<file path="config.mk">
export PLATFORM = sky130hd
export DESIGN_NAME = dac_controller_flat
export DESIGN_NICKNAME = d
export VERILOG_FILES = /design/src/pid_pkg.sv /design/src/dac_cmd_if.sv /design/src/dac_controller.sv /design/src/flat_wrapper.sv
export SDC_FILE = /design/constraint.sdc
export NUM_CORES = 1
export LEC_CHECK = 0
export BUFFER_PORTS_ARGS = -buffer_cell sky130_fd_sc_hd__buf_2
export CORE_ASPECT_RATIO = 2
export CORE_MARGIN = 3
export CORE_UTILIZATION = 60
export DETAILED_ROUTE_END_ITERATION = 16
export PLACE_DENSITY = 0.91
export SLEW_MARGIN = 10
export SYNTH_ARGS = -nofsm -noshare
export SYNTH_HDL_FRONTEND = slang
export SYNTH_SLANG_ARGS = --single-unit
</file>
<file path="constraint.sdc">
create_clock -name clk50 -period 5.3 [get_ports clk50]
set_clock_uncertainty 0.15 [all_clocks]
set_input_delay 0.53 -clock clk50 [delete_from_list [all_inputs] [get_ports clk50]]
set_output_delay 0.53 -clock clk50 [all_outputs]
set_load 0.01 [all_outputs]
</file>
<file path="src/pid_pkg.sv">
`default_nettype none

package pid_pkg;

	////////////////////////////////////////////////////////////
	// channel and datapath widths
	////////////////////////////////////////////////////////////

	localparam int n_chan  = 2;   // adc channels, one dac channel each
	localparam int w_chan  = 1;   // channel tag
	localparam int w_adc   = 18;  // signed adc sample
	localparam int w_comp  = 64;  // pid / opp arithmetic
	localparam int w_coef  = 16;  // setpoint and p, i, d coefficients

	// oversample filter
	localparam int w_osm   = 3;
	localparam int osm_max = 6;                // at most 64 samples averaged
	localparam int w_acc   = w_adc + osm_max;  // sum of 2^osm_max samples fits here
	localparam int w_cnt   = osm_max + 1;      // counts up to 2^osm_max

	// output preprocessor
	localparam int w_mlt   = 10;  // unsigned gain
	localparam int w_rs    = 6;   // right shift after the gain

	////////////////////////////////////////////////////////////
	// dac8568 serial frame
	////////////////////////////////////////////////////////////

	localparam int w_dac   = 16;
	localparam int w_frame = 32;  // prefix, cmd, addr, code, feature
	localparam int w_addr  = 4;

	localparam logic [3:0] dac_cmd_write_update = 4'b0011;  // write and update channel

	// system clocks per sclk half period, sclk = clk50 / (2*sclk_div)
	localparam int sclk_div = 1;

	////////////////////////////////////////////////////////////
	// payload types
	////////////////////////////////////////////////////////////

	typedef logic signed [w_adc-1:0]  adc_word_t;
	typedef logic signed [w_comp-1:0] comp_word_t;
	typedef logic [w_chan-1:0]        chan_t;
	typedef logic [w_dac-1:0]         dac_code_t;  // straight binary dac code

endpackage

`default_nettype wire

</file>
<file path="src/dac_cmd_if.sv">
`timescale 1ns/100ps
`default_nettype none

interface dac_cmd_if ();

	logic                 valid;  // one cycle, only while controller idle
	pid_pkg::chan_t       chan;   // dac address
	pid_pkg::dac_code_t   code;
	logic                 done;   // frame finished, controller idle again

	modport queue (
		output valid,
		output chan,
		output code,
		input  done
	);

	modport ctrl (
		input  valid,
		input  chan,
		input  code,
		output done
	);

endinterface

`default_nettype wire

</file>
<file path="src/dac_controller.sv">
`timescale 1ns/100ps
`default_nettype none

module dac_controller (
	input  logic    clk50,
	input  logic    reset,
	dac_cmd_if.ctrl cmd,
	output logic    dac_nsync,  // frame select, active low
	output logic    dac_sclk,   // idles low
	output logic    dac_din     // launched on rising sclk
);

	logic                                   busy;
	logic [$clog2(2*pid_pkg::w_frame):0]    half_cnt;  // sclk half periods done
	logic [$clog2(pid_pkg::sclk_div+1)-1:0] div_cnt;
	logic [pid_pkg::w_frame-1:0]            frame;     // shift register, msb first

	logic tick;
	logic start;
	logic last_half;
	logic rise;

	always_comb begin
		tick      = (div_cnt == pid_pkg::sclk_div - 1);
		start     = !busy && cmd.valid;
		last_half = (half_cnt == 2 * pid_pkg::w_frame);
		rise      = busy && tick && !last_half && !dac_sclk;  // next edge raises sclk
	end

	////////////////////////////////////////////////////////////
	// frame sequencing
	////////////////////////////////////////////////////////////

	always_ff @(posedge clk50) begin
		if (reset) begin
			busy      <= 1'b0;
			half_cnt  <= '0;
			div_cnt   <= '0;
			dac_nsync <= 1'b1;
			dac_sclk  <= 1'b0;
			dac_din   <= 1'b0;
			cmd.done  <= 1'b0;
		end else begin
			cmd.done <= 1'b0;
			if (start) begin
				busy      <= 1'b1;
				dac_nsync <= 1'b0;  // sclk still low for one cycle
				half_cnt  <= '0;
				div_cnt   <= '0;
			end else if (busy) begin
				div_cnt <= tick ? '0 : div_cnt + 1'b1;
				if (tick) begin
					if (last_half) begin  // 32 bits out, close the frame
						busy      <= 1'b0;
						dac_nsync <= 1'b1;
						dac_din   <= 1'b0;
						cmd.done  <= 1'b1;
					end else begin
						dac_sclk <= ~dac_sclk;
						half_cnt <= half_cnt + 1'b1;
						if (rise)
							dac_din <= frame[pid_pkg::w_frame-1];
					end
				end
			end
		end
	end

	// prefix, command, address, code, feature bits
	always_ff @(posedge clk50) begin
		if (start)
			frame <= {4'b0000, pid_pkg::dac_cmd_write_update,
				pid_pkg::w_addr'(cmd.chan), cmd.code, 4'b0000};
		else if (rise)
			frame <= frame << 1;
	end

endmodule

`default_nettype wire

</file>
<file path="src/flat_wrapper.sv">
// flat-port wrapper written by rule: the top's interface ports become plain ports
module dac_controller_flat 
  (clk50, reset, dac_nsync, dac_sclk, dac_din, cmd_valid, cmd_chan, cmd_code, cmd_done);
  dac_cmd_if cmd_i ();
  input  logic clk50;
  input  logic reset;
  output logic dac_nsync;
  output logic dac_sclk;
  output logic dac_din;
  input wire logic [$bits(cmd_i.valid)-1:0] cmd_valid;
  input wire logic [$bits(cmd_i.chan)-1:0] cmd_chan;
  input wire logic [$bits(cmd_i.code)-1:0] cmd_code;
  output wire logic [$bits(cmd_i.done)-1:0] cmd_done;
  assign cmd_i.valid = cmd_valid;
  assign cmd_i.chan = cmd_chan;
  assign cmd_i.code = cmd_code;
  assign cmd_done = cmd_i.done;
  dac_controller u_core (.clk50(clk50), .reset(reset), .cmd(cmd_i), .dac_nsync(dac_nsync), .dac_sclk(dac_sclk), .dac_din(dac_din));
endmodule
</file>
Word-level counts from Yosys, hierarchy flattened
Cells that the tools add are included.
{ "classes": {"n_mux": 14, "n_mul": 0, "add_sub_neg": 2, "shifts": 0, "n_bitwise": 5, "eq_ne": 2, "reduce_logical": 17, "n_div": 0, "order_cmp": 0} }
{ "ops": {"columns": ["operator", "n"], "rows": [
  ["21-bit 2-to-1 mux", 2],
  ["1-bit 2-to-1 mux", 12],
  ["4-bit AND reduction", 2],
  ["2-bit nonzero test", 4],
  ["7-bit by 1-bit adder with 7-bit output, second input constant", 1],
  ["7-bit == test, second input constant", 1],
  ["3-bit AND reduction", 2],
  ["1-bit inverter", 5],
  ["1-bit logical AND", 4],
  ["4-bit OR reduction", 1],
  ["1-bit zero test", 3],
  ["2-bit != test, second input constant", 1],
  ["2-bit OR reduction", 1],
  ["1-bit adder, second input constant", 1]
]} }
{ "word_totals": {"elab_cells": 49, "latchBits": 0, "romBits": 0, "memories": 0, "ff_bits": 41, "ramBits": 0} }

Logic depth before layout (Yosys ltp)
Gate-level depths: netlist of the first run.
{ "depth": {"ltp_word": 6, "depth_mapped": 6, "depth_no_buf": 5} }

Least setup slack after synthesis of the first run
Ideal clock, no wire load.
{ "synth_path": {"path_kind": "flip-flop to flip-flop", "startpoint": "register u_core.half_cnt[2] (netlist bit)", "endpoint": "register u_core.frame[10] (netlist bit), enable pin", "setup_time_ns": 0.372, "path_slack_ns": 3.193, "t_required_ns": 4.778, "arrival_time_ns": 1.585, "stages_incl_launch_ff": 5, "n_path_buf": 1, "cell_sequence": "dfxtp_1 or4b_4 o211ai_4 buf_12 nand2_1"} }
{ "synth_between": {"elab_chain_cells": 5} }
{ "synth_lines": {"columns": ["item", "line_no", "source"], "rows": [
  ["start: declaration", "dac_controller.sv:14", "logic [$clog2(2*pid_pkg::w_frame):0] half_cnt;"],
  ["start signal: assignment", "dac_controller.sv:60", "half_cnt <= half_cnt + 1'b1;"],
  ["7-bit == test", "dac_controller.sv:26", "last_half = (half_cnt == 2 * pid_pkg::w_frame);"],
  ["1-bit zero test", "dac_controller.sv:27", "rise = busy && tick && !last_half && !dac_sclk;"],
  ["1-bit logical AND (2 in series)", "dac_controller.sv:27", null],
  ["2-bit nonzero test (no source line)", null, null],
  ["end signal: assignment", "dac_controller.sv:72", "frame <= {4'b0000, pid_pkg::dac_cmd_write_update,"],
  ["end signal: assignment", "dac_controller.sv:75", "frame <= frame << 1;"],
  ["end: declaration", "dac_controller.sv:16", "logic [pid_pkg::w_frame-1:0] frame;"]
]} }
Every way passes these cells.
A chain may end at the register's enable or synchronous reset.

Final worst setup path of the first run
{ "layout_path": {"startpoint": "register u_core.busy", "endpoint": "register u_core.frame[7] (netlist bit), enable pin"} }
{ "layout_between": {"elab_chain_cells": 4, "elab_cells_between_ends": 6, "cone_classes": "6 x reduce/logical"} }
{ "layout_lines": {"columns": ["item", "line_no", "source"], "rows": [
  ["start: declaration", "dac_controller.sv:13", "logic busy;"],
  ["start signal: assignment", "dac_controller.sv:36", "busy <= 1'b0;"],
  ["start signal: assignment", "dac_controller.sv:46", "busy <= 1'b1;"],
  ["start signal: assignment", "dac_controller.sv:54", "busy <= 1'b0;"],
  ["1-bit logical AND (3 in series)", "dac_controller.sv:27", null],
  ["2-bit nonzero test (no source line) (*)", null, null]
]} }
Every way passes the cells marked *; elsewhere a longest branch is shown, timed or not.

==> results of run 1 <==
[layer usage]
layer | global-route usage (%) | part of all wire [%] | vias up | routed length [µm]
met2 | 37.1 | 56 | 27 | 1730
met1 | 18.4 | 37 | 580 | 1130
met3 | 5.26 | 3.9 | 9 | 121
met4 | 13.6 | 3.1 | 0 | 97
met5 | 0 | 0 | - | 0
li1 | - | - | 626 | -
[power by group through the flow]
stage                     sequential (µW)  combinational, µW  clock [µW]
after global routing                  379               92.2         266
final                                 375               81.1         253
after floorplan                       378               62.7           0
after CTS                             375               82.4         256
after global placement                380               77.5           0
after detailed placement              382               81.4           0
[flip-flops by register name, indices dropped and copies added, names as in the netlist]
name	flops
u_core.busy	1
u_core.cmd.done	1
u_core.dac_din	1
u_core.dac_nsync	1
u_core.dac_sclk	1
u_core.frame	28
u_core.half_cnt	7
[how the worst max path moves through the flow]
stage | end | slack (ns) | depth (start not counted)
after CTS | u_core.frame[7]$_DFFE_PP_ | 2.68 | 2
final | u_core.frame[7]$_DFFE_PP_ | 2.70 | 2
after detailed placement | u_core.frame[7]$_DFFE_PP_ | 2.67 | 2
after global routing | u_core.frame[7]$_DFFE_PP_ | 2.43 | 2
after global placement | u_core.frame[7]$_DFFE_PP_ | 2.78 | 2
after floorplan | u_core.frame[10]$_DFFE_PP_ | 3.19 | 4
[cell families after synthesis]
family | after synthesis | synth area share (%)
compound gates | 16 | 6.97
simple gates | 86 | 21.5
mux | 12 | 8.05
fa+ha+maj | 2 | 1.45
flops | 40 | 56.3
buf+inv | 17 | 4.72
xor+xnor | 2 | 1.02
[Yosys cell counts]
cell type and instances:
nand2_1 61, dfxtp_1 23, edfxtp_1 17, nor2_1 11, inv_1 10, mux2i_1 6
clkbuf_1 5, a21oi_1 4, o21ai_0 4, mux2_2 3, mux2_4 3, ha_1 2
nand3_1 2, nand4_1 2, nor2b_1 2, o2111ai_1 2, or3_1 2, xor2_1 2
a211o_2 1, a21boi_0 1, a31oi_1 1, and2_1 1, and4b_1 1, buf_12 1
buf_2 1, nand2b_1 1, nor4b_1 1, o211a_1 1, o211ai_4 1, o31ai_1 1
or2b_1 1, or4b_4 1
[critical path, delay by kind of cell (launching register included)]
kind,cells,cell delay (ns)
flops,1,0.62
simple gates,2,1.39
[stage by stage]
step                util [%]  power, µW
floorplan                  -        440
global placement        69.8        457
detailed placement      69.8        464
CTS                     74.4        714
global route            74.4        737
finish                  74.4        709
[layout make-up]
| type | instances | area, µm² | share of cell area [%] |
|---|---|---|---|
| well taps | 28 | 35.0 | 1.79 |
| clock buffers | 8 | 121 | 6.19 |
| repair buffers | 24 | 123 | 6.26 |
| multi-input cells | 118 | 672 | 34.3 |
| flip-flops and latches | 40 | 971 | 49.6 |
| inverters | 10 | 37.5 | 1.92 |
==> results.sh, run 1 <==
export IMPL_status="finished, final reports clean"
export IMPL_drt_iter0_markers=33
export IMPL_reg2reg_slack_ns=2.70
export IMPL_crit_path_start_kind="flop"
export IMPL_grt_antenna_before_repair=0
export IMPL_synth_seq_cells=40
export IMPL_numClockSinks=40
export IMPL_synth_top_cell_area_share_pct=29.6
export IMPL_endpoint_kind="flop"
export IMPL_min_path_type="input port to flop"
export IMPL_port_buffers=23
export IMPL_cts_buffers=5
export IMPL_htree_levels=2
export IMPL_cp_slowest_cell="nand2b_1"
export IMPL_setup_tns_ns=0
export IMPL_fin_nets=221
export IMPL_core_um2=2640
export IMPL_finalNonFillerCells=228
export IMPL_worstSetupStartpoint="u_core.busy$_SDFF_PP0_"
export IMPL_synthCells=175
export IMPL_die_area_um2=3590
export IMPL_io_pin_count=24
export IMPL_hold_path_depth=2
export IMPL_final_area_um2=1960
export IMPL_syn_num_nets=197
export IMPL_arrival_ns=2.32
export IMPL_ys_warnings_count=0
export IMPL_reg2reg_to="u_core.frame[7]$_DFFE_PP_"
export IMPL_wl_per_cell_um=13.5
export IMPL_power_share_sequential_pct=52.9
export IMPL_drv_slew=0
export IMPL_critPathKind="flop to flop"
export IMPL_power_switching_uw=166
export IMPL_fin_hold_ws_ns=0.277
export IMPL_hp_start="reset"
export IMPL_cts_resized=0
export IMPL_critPathRequiredTime_ns=5.02
export IMPL_detail_route_antenna_nets=0
export IMPL_routabilityCongestion=0.912
export IMPL_synthDistinctLibCells=32
export IMPL_period_minus_slack_ns=2.60
export IMPL_finalHoldViolations=0
export IMPL_drcViolationCount=0
export IMPL_grt_util_all_layers_pct=20.3
export IMPL_grt_max_degree=26
export IMPL_grt_pass1_vias=1320
export IMPL_netSwitchingFraction_pct=23.4
export IMPL_die_y_um=81.8
export IMPL_combPwrFrac_pct=11.4
export IMPL_dp_hpwl_um=2230
export IMPL_clkPwrFrac_pct=35.6
export IMPL_p_int_uw=543
export IMPL_clkLatencyLatePin_ns=0.30
export IMPL_placed_area_um2=1840
export IMPL_grt_setup_unrepaired="false"
export IMPL_num_vias=1242
export IMPL_grt_pass1_wl_um=5240
export IMPL_power_leakage_uw=0.000890
export IMPL_powerDensity_nw_per_um2=362
export IMPL_cpPeakStageDelay_ns=0.73
export IMPL_fin_crit_sh_pct=49.1
export IMPL_pre_cts_ws_ns=2.67
export IMPL_vdd_drop_max_mv=0.377
export IMPL_placed_cells=220
export IMPL_clock_fmax_ghz=0.384
export IMPL_cts_clk_slew_worst_paths_ns=0.08
export IMPL_area_growth_pct=13.6
export IMPL_syn_avg_cell_area_um2=9.85
export IMPL_routed_wl_um=3080
export IMPL_tritoncts="built"
export IMPL_max_cap_viol_count=0
export IMPL_vias_per_cell=5.45
export IMPL_r2r_cells=2
export IMPL_tightest_slew_ns=0.839
export IMPL_worst_path_max_fanout=25
export IMPL_synth_seq_area_share_pct=56.3
export IMPL_drive_gt1_share_pct=20.5
export IMPL_dr_pass1_iters=4
export IMPL_clockRootBuffer="clkbuf_8"
export IMPL_yosysTopAreaCell="edfxtp_1"
export IMPL_finalSetupViolCount=0
export IMPL_final_cell_mix="61 x nand2_1, 23 x buf_2, 23 x dfxtp_1"
export IMPL_clk_path_buf_depth=2
export IMPL_holdPathEnd="u_core.cmd.done$_SDFF_PP0_"
export IMPL_setup_ws_ns=2.70
export IMPL_synth_area_um2=1720
export IMPL_synth_area_leaders="edfxtp_1 30%, dfxtp_1 27%, nand2_1 13%"
export IMPL_final_common_cell="nand2_1"
export IMPL_start_util_pct=65.4
export IMPL_n_antenna_cell=0
export IMPL_cts_hold_buf=0
export IMPL_die_x_um=43.9
export IMPL_final_fill_count=190
export IMPL_crit_chain="nand2b_1, nand2_1"
export IMPL_core_rowCount=26
export IMPL_overflow=0
export IMPL_r2r_start="u_core.busy$_SDFF_PP0_"
export IMPL_cts_setup_buffers=0
export IMPL_relSlewSlack_pct=44.1
(Power assumes the default switching activity.)
==> run 2: changes to the inputs <==
--- a/config.mk
+++ b/config.mk
@@ -8,9 +8,9 @@
 export BUFFER_PORTS_ARGS = -buffer_cell sky130_fd_sc_hd__buf_2
 export CORE_ASPECT_RATIO = 2
 export CORE_MARGIN = 3
-export CORE_UTILIZATION = 60
+export CORE_UTILIZATION = 55
 export DETAILED_ROUTE_END_ITERATION = 16
-export PLACE_DENSITY = 0.91
+export PLACE_DENSITY = 0.85
 export SLEW_MARGIN = 10
 export SYNTH_ARGS = -nofsm -noshare
 export SYNTH_HDL_FRONTEND = slang
==> constraint.sdc (replaced) <==
create_clock -name clk50 -period 2.7 [get_ports clk50]
set_clock_uncertainty 0.15 [all_clocks]
set_input_delay 0.27 -clock clk50 [delete_from_list [all_inputs] [get_ports clk50]]
set_output_delay 0.27 -clock clk50 [all_outputs]
set_load 0.01 [all_outputs]
==> run 2 against run 1 <==
Register-to-register slack got worse by 2.2 ns. Clock power up 58%. Cell area down 0.70%. Via count up 0.72%. Sequential power is 97% higher. Flip-flop and latch count is the same. Total power increased by 84%. First-iteration DRC count down 30%. Fmax rose by 19%. Highest routed layer unchanged. Cell count grew 1.8%. Non-clock buffer count up 2. Global-route usage fell by 0.49 points.
==> results.sh, run 2 (synthesized netlist as in run 1, its figures left out) <==
export IMPL_core_um2=2980
export IMPL_r2r_cells=4
export IMPL_drcViolationCount=0
export IMPL_worst_path_max_fanout=17
export IMPL_cts_resized=0
export IMPL_num_vias=1251
export IMPL_setup_ws_ns=0.520
export IMPL_hold_path_depth=2
export IMPL_crit_family="simple AND/OR/NAND/NOR gates"
export IMPL_endpoint_kind="flop"
export IMPL_grt_max_degree=24
export IMPL_dr_pass1_iters=4
export IMPL_wl_met2_um=1760
export IMPL_hp_start="reset"
export IMPL_htree_levels=2
export IMPL_regMostFlops="u_core.frame"
export IMPL_relSlewSlack_pct=52.0
export IMPL_routabilityCongestion=0.819
export IMPL_grt_pass1_wl_um=5600
export IMPL_critPathRequiredTime_ns=2.58
export IMPL_final_common_cell="nand2_1"
export IMPL_arrival_ns=2.06
export IMPL_finalHoldViolations=0
export IMPL_top_layer="met4"
export IMPL_start_util_pct=57.9
export IMPL_clkLatencyLatePin_ns=0.29
export IMPL_die_area_um2=3880
export IMPL_cts_hold_buf=0
export IMPL_drt_iter0_markers=23
export IMPL_drv_slew=0
export IMPL_cp_slowest_cell="or4b_4"
export IMPL_cpPeakStageDelay_ns=0.59
export IMPL_io_pin_count=24
export IMPL_clk_path_buf_depth=2
export IMPL_dp_hpwl_um=2340
export IMPL_numClockSinks=40
export IMPL_vias_per_cell=5.39
export IMPL_cts_buffers=5
export IMPL_max_cap_viol_count=0
export IMPL_cts_setup_buffers=0
export IMPL_powerDensity_nw_per_um2=670
export IMPL_overflow=0
export IMPL_setup_tns_ns=0
export IMPL_status="finished, final reports clean"
export IMPL_n_antenna_cell=0
export IMPL_grt_antenna_before_repair=0
export IMPL_reg_largest_list="u_core.frame x28, u_core.half_cnt x7"
export IMPL_tritoncts="built"
export IMPL_utilization_pct=65.3
export IMPL_crit_path_start_kind="flop"
export IMPL_critPathKind="flop to flop"
export IMPL_wl_per_cell_um=13.6
export IMPL_finalNonFillerCells=232
export IMPL_crit_chain="or4b_4, o211ai_4, nand2_1, buf_4"
export IMPL_die_x_um=45.6
export IMPL_clock_fmax_ghz=0.459
export IMPL_drive_gt1_share_pct=20.3
export IMPL_final_fill_count=237
export IMPL_vdd_drop_max_mv=0.543
export IMPL_grt_util_all_layers_pct=19.8
export IMPL_reg2reg_to="u_core.frame[17]$_DFFE_PP_"
export IMPL_worst_path_buf_inv=1
export IMPL_met3_length_um=131
export IMPL_tightest_slew_ns=0.710
export IMPL_fin_nets=223
export IMPL_min_path_type="input port to flop"
export IMPL_period_minus_slack_ns=2.18
export IMPL_port_buffers=23
export IMPL_fin_crit_sh_pct=80.7
export IMPL_area_growth_pct=12.8
export IMPL_grt_pass1_vias=1268
export IMPL_detail_route_antenna_nets=0
export IMPL_grt_setup_unrepaired="false"
export IMPL_cts_clk_slew_worst_paths_ns=0.07
export IMPL_core_rowCount=28
export IMPL_routed_wl_um=3170
export IMPL_wl_met1_um=1200
export IMPL_pre_cts_ws_ns=0.550
export IMPL_power_leakage_uw=0.000883
export IMPL_placed_cells=224
export IMPL_fin_hold_ws_ns=0.0215
export IMPL_die_y_um=85.2
export IMPL_holdPathEnd="u_core.cmd.done$_SDFF_PP0_"
export IMPL_largest_register_ffs=28
export IMPL_finalSetupViolCount=0
export IMPL_reg2reg_slack_ns=0.52
export IMPL_final_cell_mix="61 x nand2_1, 23 x buf_2, 23 x dfxtp_1"
export IMPL_r2r_start="u_core.half_cnt[2]$_SDFFE_PP0P_"
export IMPL_clockRootBuffer="clkbuf_8"
## run 2: cell types whose count changed in the layout (fill, tap and decap cells not counted), sizes merged
cell | before | now
buf | 24 | 26
## run 2: worst max path at each step
| stage | startpoint | end | slack [ns] | cells after the start |
|---|---|---|---|---|
| final | u_core.half_cnt[2]$_SDFFE_PP0P_ | u_core.frame[17]$_DFFE_PP_ | 0.52 | 4 |
| after global routing | u_core.half_cnt[2]$_SDFFE_PP0P_ | u_core.frame[6]$_DFFE_PP_ | 0.39 | 4 |
| after CTS | u_core.half_cnt[2]$_SDFFE_PP0P_ | u_core.frame[17]$_DFFE_PP_ | 0.52 | 4 |
| after detailed placement | u_core.half_cnt[2]$_SDFFE_PP0P_ | u_core.frame[17]$_DFFE_PP_ | 0.55 | 4 |
| after global placement | u_core.half_cnt[2]$_SDFFE_PP0P_ | u_core.frame[11]$_DFFE_PP_ | 0.59 | 4 |
| after floorplan | u_core.half_cnt[2]$_SDFFE_PP0P_ | u_core.frame[10]$_DFFE_PP_ | 0.59 | 4 |
## run 2: metal layers
| metal | GRT usage, % | vias to the layer above |
|---|---|---|
| met4 | 8.80 | 0 |
| met5 | 0 | - |
| met2 | 33.6 | 33 |
| met3 | 4.46 | 6 |
| met1 | 22.2 | 583 |
| li1 | - | 629 |
## run 2: final cells by class
cell class	count	area, µm²	area share, %
clock buffers	8	90.1	4.63
repair buffers	26	138	7.07
multi-input cells	118	672	34.5
flip-flops and latches	40	971	49.9
inverters	10	37.5	1.93
well taps	30	37.5	1.93
## run 2: stage by stage
stage                     cell area (µm²)  total power (µW)
after floorplan                      1720               865
after global placement               1860               901
after detailed placement             1860               917
after CTS                            1950              1310
after global routing                 1950              1370
final                                1950              1300
## run 2: where the power goes
part	switching, µW	leakage, µW	internal (µW)
clock	193	0.0000455	208
sequential	28.8	0.000358	708
combinational	93.7	0.000479	72.3
